### config.mk
export PLATFORM = sky130hd
export DESIGN_NAME = line_buffer
export DESIGN_NICKNAME = d
export VERILOG_FILES = /design/src/source/conv_pe_pkg.sv /design/src/source/line_buffer.sv
export VERILOG_INCLUDE_DIRS = /design/src /design/src/include
export SDC_FILE = /design/constraint.sdc
export NUM_CORES = 1
export LEC_CHECK = 0
export ABC_AREA = 1
export BUFFER_PORTS_ARGS = -buffer_cell sky130_fd_sc_hd__buf_2
export CORE_AREA = 2 2 451 453
export DETAILED_ROUTE_END_ITERATION = 12
export DIE_AREA = 0 0 453 455
export PLACE_DENSITY_LB_ADDON = 0.1
export RECOVER_POWER = 50
export SYNTH_ARGS = -nofsm -noshare
export SYNTH_HDL_FRONTEND = slang
export SYNTH_SLANG_ARGS = --single-unit
### constraint.sdc
create_clock -name clk -period 0.9 [get_ports clk]
set_clock_uncertainty 0.05 [all_clocks]
set_input_delay 0.045 -clock clk [delete_from_list [all_inputs] [get_ports clk]]
set_output_delay 0.045 -clock clk [all_outputs]
set_load 0.02 [all_outputs]
### src/include/conv_pe_params.svh
`ifndef CONV_PE_PARAMS_SVH
`define CONV_PE_PARAMS_SVH

// pixel and weight width
`define PIXEL_W 9

// image row and kernel geometry
`define ROW_LEN 32
`define K_SIZE 3
`define N_KERNELS 3
`define N_COLS (`ROW_LEN - `K_SIZE + 1)

// column index, 0 to N_COLS-1
`define COL_W 5

// 18-bit product plus growth for 9 terms
`define ACC_W 22

`endif
### src/source/conv_pe_pkg.sv
`default_nettype none

package conv_pe_pkg;

`include "conv_pe_params.svh"

	typedef logic signed [`PIXEL_W-1:0] pixel_t;
	typedef logic signed [`PIXEL_W-1:0] weight_t;

	// element 0 is the leftmost pixel
	typedef pixel_t [`ROW_LEN-1:0] row_t;
	typedef pixel_t [`K_SIZE-1:0] tap_row_t;

	// row-major, index r*3+k with r=0 the oldest row
	typedef weight_t [`K_SIZE*`K_SIZE-1:0] kernel_t;

	typedef logic signed [`ACC_W-1:0] acc_t;
	typedef logic [`COL_W-1:0] col_t;

	typedef enum logic {
		IDLE,
		SWEEP
	} ctrl_state_t;

endpackage

`default_nettype wire

### src/source/line_buffer.sv
`timescale 1ns/100ps
`default_nettype none

module line_buffer
	import conv_pe_pkg::*;
(
	input  logic clk,
	input  logic rst_n,
	input  logic row_shift,
	input  row_t row_data,
	output row_t row_old,
	output row_t row_mid,
	output row_t row_new
);

	row_t old_q;
	row_t mid_q;
	row_t new_q;

	// oldest row falls out, incoming row lands in the newest slot
	always_ff @(posedge clk or negedge rst_n) begin
		if (!rst_n) begin
			old_q <= '0;
			mid_q <= '0;
			new_q <= '0;
		end else if (row_shift) begin
			old_q <= mid_q;
			mid_q <= new_q;
			new_q <= row_data;
		end
	end

	assign row_old = old_q;
	assign row_mid = mid_q;
	assign row_new = new_q;

endmodule

`default_nettype wire

**After elaboration in Yosys (flattened, before gate mapping)**

Index checks and enable logic that the tools add are counted.

- Bits in registers: 864
- Input port bits: 291

**Longest topological paths before layout**

- Depth after elaboration: 0
- Mapped depth: 6

**Least setup slack after synthesis**

OpenSTA, ideal clock, no wires.

- Path kind: in2reg
- Start: input row_shift
- End: register mid_q, in the netlist row_mid[7]
- Setup time: 0.117 ns
- Arrival: 0.642 ns
- Required time: 0.733 ns
- Slack: 0.091 ns
- Stages: 6
- Buffers on the path: 3
- Cell sequence: buf_6 > inv_12 > buf_6 > clkbuf_8 > nand2_1 > nand2_1

RTL lines:

| element | line | source |
|---|---|---|
| start, declared | line_buffer.sv:9 | `input logic row_shift,` |
| end signal, assigned | line_buffer.sv:28 | `mid_q <= new_q;` |
| end, declared | line_buffer.sv:17 | `row_t mid_q;` |

**Final worst setup path**

- Start: register new_q, in the netlist row_new[54]
- End: output row_new[54] (netlist bit)

RTL lines:

| element | line | source |
|---|---|---|
| start, declared | line_buffer.sv:18 | `row_t new_q;` |
| start signal, assigned | line_buffer.sv:29 | `new_q <= row_data;` |
| end, declared | line_buffer.sv:13 | `output row_t row_new` |

No word-level cell between the ends.

==> reports/results.ini <==
[global_route]
antenna_found_initial=6
grt_pass1_wl_um=250000
grt_usage=0.166
overflow=0
grt_max_degree=55
grt_pass1_vias=35100

[clocking]
clock_latency_ns=0.76
clk_path_buf_depth=3
cts_tree=done
htree_levels=3
path_clk_slew_ns=0.06
cts.root.buffer_cell=clkbuf_16
cts_sinks=864
cts_inserted_buffers=111

[timing]
finalWorstSetupSlack_ns=-0.570
rsz0062_at_grt=true
fmax_ghz=0.680
fin_hold_ws_ns=-0.247
tns_ns=-444.14
min_period_over_period=1.63
slew_violations=0
fin_crit_ns=1.47
setup_viol=1258
tightest_slew_ns=0.819
finalHoldViolCount=211
relSlewSlack=0.452

[power_and_ir_drop]
leakage_nw=34.0
power_density_nw_per_um2=1990
ir_drop_mv=1.68
clock_power_share=0.367
power.internal_mw=87.7
swShare=0.314
p_seq_frac=0.366
p_sw_mw=40.2
p_comb_frac=0.266
power.total_mw=128

[logic_synthesis]
synth_area_leader_cell=dfrtp_1
syn_nets=3939
yosysMostFrequentCell=nand2_1
synth_common_cells=2592 x nand2_1, 864 x dfrtp_1, 65 x buf_4
synth_top_cell_area_share=0.648
synth-warning-count=0
avgSynthCellArea_um2=9.15
ys_types=7
yosys-top-cells-area=dfrtp_1 65%, nand2_1 29%, clkbuf_8 2.6%, buf_6 1.7%, buf_4 1.5%
ys_seq_elements=864
synth_flop_cell=dfrtp_1
async_reset_ff_frac=1.00
syn_inst=3648
synth_edf_count=0
synth_seq_area_share=0.648
synth_area_um2=33400

[setup_path]
arrival_ns=1.37
cp_cell_sequence=buf_6
cp-start-kind=register
critPathRequiredTime_ns=0.81
path_delay_family=flip-flops
cp_max_fo=3
slowest_stage=dfrtp_2
cpPeakStageDelay_ns=0.45
critPathBufInv=1
crit_path_start=row_new[54]
end_kind=output port
r2r_start=row_mid[282]
critical_path_class=reg2out

[placement]
place_inst=7496
place_congestion=0.846
dp_hpwl_um=128000
portBuffers=1154

[routing]
vias=33800
drt-wirelength-per-cell_um=19.5
dr.pass1.iters=6
via_per_inst=3.73
drc=0
drtAntennaViolNets=0
wl_um=176000
drtIter0Drc=1867

[status]
violations=hold timing, setup timing
outcome=finished, violations left

[job]
drv_cap=0

[finish]
num-fill-cells=21500
fin_nets=6579
post-route-util=0.319
final_layout_size_suffix_gt1_frac=0.370
instances_no_fill=9059
syn_to_final_growth_pct=92.5

[worst_hold_path]
min_from=row_shift
hp-class=in2reg

[floorplan]
die_x_um=453
start_util=0.166
core-area_um2=201000
rows=165
die_y_um=455
die-area_um2=206000
pin_count=1155

-- power by group through the flow --
stage                     sequential, mW  clock, mW  combinational (mW)
final                               46.9       47.0                34.1
after global routing                47.3       50.4                36.5
after CTS                           46.9       48.8                33.8
after detailed placement            47.5          0                21.4
after global placement              47.4          0                21.4
after floorplan                     51.7          0                5.09
-- routing by layer --
layer | routed length [um] | track usage
met5 | 0 | 0
met4 | 5750 | 0.0573
met3 | 11100 | 0.0457
met2 | 89500 | 0.291
met1 | 70100 | 0.192
-- stage by stage --
step	worst slack [ns]	area [um2]
global placement	-0.222	43300
finish	-0.570	64300
CTS	-0.693	63400
floorplan	0.0909	33400
global route	-0.650	64200
detailed placement	-0.257	43300
-- flip-flops by register name, indices dropped and copies added (netlist names) --
name and cells:
row_mid 288, row_new 288, row_old 288
-- cell usage in the layout, fill, tap and decap left out, types with 7 or more instances in the layout --
cell	synthesis	routed
clkbuf_2	0	10
dfrtp_2	0	76
buf_2	0	289
buf_6	49	870
dfrtp_1	864	788
bufinv_16	0	7
buf_12	0	87
clkbuf_8	62	33
buf_4	65	830
clkinv_2	0	18
clkbuf_16	0	112
nand2_1	2592	2586
clkbuf_1	0	24
dlygate4sd3_1	0	623
-- cell type report --
cell class | instances | area, um2 | share of cell area
inverters | 1 | 30.0 | 0.000467
diodes | 6 | 15.0 | 0.000234
clock buffers | 168 | 3340 | 0.0520
flip-flops and latches | 864 | 21700 | 0.338
repair buffers | 2718 | 25600 | 0.398
well taps | 2672 | 3340 | 0.0520
multi-input cells | 2592 | 9740 | 0.152
clock inverters | 38 | 478 | 0.00744
-- what timing repair did --
item | 4_1_cts | 5_1_grt
gates resized for setup | 1789 | 29
hold endpoints to repair | 1725 | 246
hold buffers | 625 | 7
buffers inserted | 603 | 122
pin swaps | 0 | 2
endpoints found under the setup margin | 864 | 1448
-- path summary, 6_finish.rpt --
| check | slack [ns] | cells after the start | end |
|---|---|---|---|
| min in group asynchronous | 0.21 | 3 | row_mid[240] |
| min reg2reg | 0.44 | 2 | row_old[206] |
| min | -0.25 | 4 | row_old[13] |
| max | -0.57 | 1 | row_new[54] |
| max reg2reg | -0.11 | 4 | row_old[282] |
| max in group asynchronous | -0.40 | 4 | row_mid[155] |
-- cell families (layout without fill, tap and decap cells) --
logic type	after synthesis	after routing	share of synthesized area
buffers and inverters	192	2925	0.0606
flip-flops	864	864	0.648
other	0	6	0
AND/OR/NAND/NOR	2592	2592	0.292
Power figures use the tool's default switching activity.
