==> src/include/conv_pe_params.svh <==
`ifndef CONV_PE_PARAMS_SVH
`define CONV_PE_PARAMS_SVH

// pixel and weight width
`define PIXEL_W 9

// image row and kernel geometry
`define ROW_LEN 32
`define K_SIZE 3
`define N_KERNELS 3
`define N_COLS (`ROW_LEN - `K_SIZE + 1)

// column index, 0 to N_COLS-1
`define COL_W 5

// 18-bit product plus growth for 9 terms
`define ACC_W 22

`endif
==> src/source/conv_pe_pkg.sv <==
`default_nettype none

package conv_pe_pkg;

`include "conv_pe_params.svh"

	typedef logic signed [`PIXEL_W-1:0] pixel_t;
	typedef logic signed [`PIXEL_W-1:0] weight_t;

	// element 0 is the leftmost pixel
	typedef pixel_t [`ROW_LEN-1:0] row_t;
	typedef pixel_t [`K_SIZE-1:0] tap_row_t;

	// row-major, index r*3+k with r=0 the oldest row
	typedef weight_t [`K_SIZE*`K_SIZE-1:0] kernel_t;

	typedef logic signed [`ACC_W-1:0] acc_t;
	typedef logic [`COL_W-1:0] col_t;

	typedef enum logic {
		IDLE,
		SWEEP
	} ctrl_state_t;

endpackage

`default_nettype wire

==> src/source/conv_pe_ctrl.sv <==
`timescale 1ns/100ps
`default_nettype none

`include "conv_pe_params.svh"

module conv_pe_ctrl
	import conv_pe_pkg::*;
(
	input  logic clk,
	input  logic rst_n,
	input  logic row_valid,
	output logic busy,
	output logic row_shift,
	output logic sweep_valid,
	output col_t sweep_col
);

	ctrl_state_t state_q;
	ctrl_state_t state_d;
	logic [1:0] fill_q;
	col_t col_q;
	logic accept;
	logic start;
	logic last_col;

	assign busy = (state_q == SWEEP);

	// rows offered while sweeping are dropped
	assign accept = row_valid && !busy;

	// a sweep needs three rows in the buffer, counting this one
	assign start = accept && (fill_q >= 2'd2);

	assign last_col = (col_q == col_t'(`N_COLS - 1));

	assign row_shift = accept;
	assign sweep_valid = busy;
	assign sweep_col = col_q;

	always_comb begin
		state_d = state_q;
		case (state_q)
			IDLE: begin
				if (start) begin
					state_d = SWEEP;
				end
			end
			SWEEP: begin
				if (last_col) begin
					state_d = IDLE;
				end
			end
			default: begin
				state_d = IDLE;
			end
		endcase
	end

	always_ff @(posedge clk or negedge rst_n) begin
		if (!rst_n) begin
			state_q <= IDLE;
		end else begin
			state_q <= state_d;
		end
	end

	// fill count saturates once the buffer is full
	always_ff @(posedge clk or negedge rst_n) begin
		if (!rst_n) begin
			fill_q <= 2'd0;
		end else if (accept && (fill_q != 2'(`K_SIZE))) begin
			fill_q <= fill_q + 2'd1;
		end
	end

	always_ff @(posedge clk or negedge rst_n) begin
		if (!rst_n) begin
			col_q <= '0;
		end else if (start) begin
			col_q <= '0;
		end else if (busy) begin
			col_q <= col_q + 1'b1;
		end
	end

endmodule

`default_nettype wire

==> config.mk <==
export PLATFORM = sky130hd
export DESIGN_NAME = conv_pe_ctrl
export DESIGN_NICKNAME = d
export VERILOG_FILES = /design/src/source/conv_pe_pkg.sv /design/src/source/conv_pe_ctrl.sv
export VERILOG_INCLUDE_DIRS = /design/src /design/src/include
export SDC_FILE = /design/constraint.sdc
export NUM_CORES = 1
export LEC_CHECK = 0
export BUFFER_PORTS_ARGS = -buffer_cell sky130_fd_sc_hd__buf_2
export CORE_AREA = 2 2 39 41
export DETAILED_ROUTE_END_ITERATION = 10
export DIE_AREA = 0 0 41 43
export HOLD_SLACK_MARGIN = 0.15
export PLACE_DENSITY = 0.57
export SLEW_MARGIN = 20
export SYNTH_ARGS = -nofsm -noshare
export SYNTH_HDL_FRONTEND = slang
export SYNTH_SLANG_ARGS = --single-unit
==> constraint.sdc <==
create_clock -name clk -period 1.9 [get_ports clk]
set_clock_uncertainty 0.05 [all_clocks]
set_input_delay 0.38 -clock clk [delete_from_list [all_inputs] [get_ports clk]]
set_output_delay 0.38 -clock clk [all_outputs]
set_load 0.1 [all_outputs]
======== Word level (Yosys, flattened, before mapping) ========
Index checks and enable logic that the tools add are counted.
cells by class
  add/sub/neg operators ................... 2
  $lt $le $gt $ge ......................... 1
  equal/unequal tests ..................... 2
  mux-type cells .......................... 5
  bitwise logic cells ..................... 1
  reductions and logical operators ........ 5
operators with widths
  kind                                          number
  two-way mux 5 bit                             2
  adder 5 x 1 -> 5 bit, second input constant   1
  equality test 5 bit, second input constant    1
  logical AND 1 bit                             3
  adder 2 x 1 -> 2 bit, second input constant   1
  >= comparator 2 bit, second input constant    1
  two-way mux 1 bit                             2
  inequality test 2 bit, second input constant  1
  one-hot mux 1 bit (2 select lines)            1
  nonzero test 2 bit                            1
  zero test 1 bit                               1
  inverter 1 bit                                1
word-level totals
  bits in registers ....................... 8
  input bits .............................. 3
  output and inout port bits .............. 8
  word-level logic and storage cells ...... 19

======== Longest topological paths before layout ========
  depth in word-level cells ............... 5
  mapped depth ............................ 5
  depth with buffers taken out ............ 5

======== Least setup slack after synthesis ========
OpenSTA, ideal clock, no wires.
  path kind ............................... register to output
  start ................................... register state_q (netlist: busy)
  end ..................................... output row_shift
  arrival ................................. 1.787 ns
  data required time ...................... 1.470 ns
  path slack .............................. -0.317 ns
  cell stages (with the launch flop) ...... 4
  buffers on the path ..................... 1
  cell sequence ........................... dfrtp_1 > buf_6 > nand2b_4 > inv_1
between the ends
  cells in the longest elaborated chain, start to end .. 2
ends and longest elaborated chain
  item                      line                source
  start: declaration        conv_pe_ctrl.sv:18  ctrl_state_t state_q;
  start signal: assignment  conv_pe_ctrl.sv:63  state_q <= state_d;
  zero test 1 bit           conv_pe_ctrl.sv:29  assign accept = row_valid && !busy;
  logical AND 1 bit         conv_pe_ctrl.sv:29
  end: declaration          conv_pe_ctrl.sv:13  output logic row_shift,
Every way passes these cells.

======== Worst setup path after layout ========
Same ends and word-level chain as after synthesis.

==> qor.yml <==
outcome:
  status: "complete, no violations"
cts:
  htree_levels: 1
  cts_tree: "built"
  clock_latency_ns: 0.25
  numCtsBuffers: 3
  clock-root-buffer: "clkbuf_4"
  cts_resized: 0
  cts.sinks: 8
  clkTransAtPathRegs_ns: 0.06
  clockBufferDepth: 2
layout:
  seqCellArea_um2: 201
  multi_input_area_um2: 201
  drive_gt1_frac: 0.365
  synthToLayoutAreaGrowth_pct: 21.4
  final_nets: 60
  nFillCells: 157
  n_antenna_cell: 0
  final_util: 0.379
critical_path:
  cp_slowest_stage_delay_ns: 0.48
  r2r-end: "busy"
  r2r_cells: 5
  reg2reg_from: "fill_q[0]"
  crit_path_cell_trace: "nand2b_4, clkinvlp_4, buf_2"
  r2r_setup_slack_ns: 0.71
  critPathMaxFanout: 10
  critPathKind: "register to output port"
  required_ns: 1.47
  cp_slowest_cell: "dfrtp_2"
  cp-start-kind: "register"
  crit_path_end_kind: "output port"
  worstPathArrival_ns: 1.40
route:
  dr.pass1.iters: 2
  wl_um: 727
  drc: 0
  viasPerCell: 4.49
  drt_iter0_markers: 4
  drtAntennaViolNets: 0
  avgRoutedWirePerCell_um: 10.7
  vias: 305
run:
  cap_violations: 0
floorplan:
  core_mm2: 0.00138
  dieHeight_um: 43
  die_area_mm2: 0.00176
  ios: 11
  die_w_um: 41
  num_rows: 14
  start_util: 0.312
sta:
  drv_slew: 0
  min_period_over_period: 0.963
  report.final.setup_viol: 0
  fmax_mhz: 547
  fin_tns_setup_ns: 0
  tightest_slew_ns: 0.484
  rsz0062_at_grt: "no"
  period_needed_ns: 1.83
  relSlewSlack: 0.680
  finalHoldViolCount: 0
logic_synthesis:
  yosysTopAreaCell: "dfrtp_1"
  synth_common_cells: "8 x dfrtp_1, 7 x nor2_1, 4 x ha_1"
  syn_avg_cell_area_um2: 11.1
  synth_area_um2: 432
  synth_edf_count: 0
  netlist.area_leader.share: 0.464
  seq_area_frac_synth: 0.464
  ys_types: 16
  synth_top_flop_cell: "dfrtp_1"
  syn_nets: 46
  synth_area_leaders: "dfrtp_1 46%, ha_1 12%, nor2_1 6.1%"
  synth-async-reset-ratio: 1.00
  synth_seq_cells: 8
  synth-warning-count: 0
  yosysMostFrequentCell: "dfrtp_1"
  syn_inst: 39
hold_path:
  hold_class: "input pin to register"
  min_to: "fill_q[1]"
  hold_depth: 3
  holdCritStartpoint: "row_valid"
global_routing:
  grt_pass1_wl_um: 1280
  grt_max_degree: 11
  antenna_found_initial: 0
  grt_pass1_vias: 303
  grt_usage: 0.108
  grt.overflow.total: 0
placement:
  gp_congestion: 0.641
  io_buffers: 10
  dp_hpwl_um: 527
## routing by layer
metal,share of wire,global-route usage
met5,0,0
met4,0.017,0.0600
met3,0.048,0.0314
met2,0.43,0.153
met1,0.50,0.141
## worst max-delay path by stage
stage	start	endpoint	depth (start not counted)
floorplan	busy	row_shift	3
global placement	busy	row_shift	3
detailed placement	busy	row_shift	3
CTS	busy	row_shift	3
global route	busy	row_shift	3
finish	busy	row_shift	3
## stage by stage
step / hold slack (ns) / area [µm²] / setup slack, ns / std cells
2_1_floorplan: 0.0344 / 437 / 0.0266 / 39
3_3_place_gp: 0.183 / 488 / 0.356 / 63
3_5_place_dp: 0.183 / 488 / 0.337 / 63
4_1_cts: 0.414 / 524 / 0.0618 / 68
5_1_grt: 0.428 / 524 / 0.00352 / 68
6_report: 0.417 / 524 / 0.0705 / 68
## sequential cells by signal, summed over array words and instances, names as in the netlist
name,cells
busy,1
sweep_col,5
fill_q,2
## kinds of logic after synthesis
| family | synth area share |
|---|---|
| DFF | 0.464 |
| buffers and inverters | 0.0696 |
| and+or+nand+nor | 0.171 |
| AOI/OAI and AO/OA | 0.0783 |
| adders and majority gates | 0.116 |
| xor gates and xnor gates | 0.101 |
## timing repair
| item | 4_1_cts | 5_1_grt |
|---|---|---|
| hold buffers | 1 | 0 |
| buffers inserted | 0 | 0 |
| hold endpoints to repair | 8 | 0 |
## cell usage in the layout (no fill, tap or decap), drive strengths merged, types with 2 or more instances in the layout
master  instances
buf            10
nor2            8
dfrtp           8
ha              4
clkbuf          4
nand4           3
xor2            3
inv             2
xnor2           2
## worst max-delay path, delay by kind of cell (launching register included)
kind	cells	cell delay, ns
buf+inv	2	0.47
simple gates	1	0.20
flops	1	0.48
## final cells by class
cell class,count,share of cell area
clock buffers,4,0.0501
inverters,3,0.0286
multi-input cells,26,0.384
flip-flops and latches,8,0.384
well taps,16,0.0382
repair buffers,11,0.115
Power is left out: the tool's default activity adds up to more than one toggle a clock period on the data nets, which glitch-free logic cannot reach.
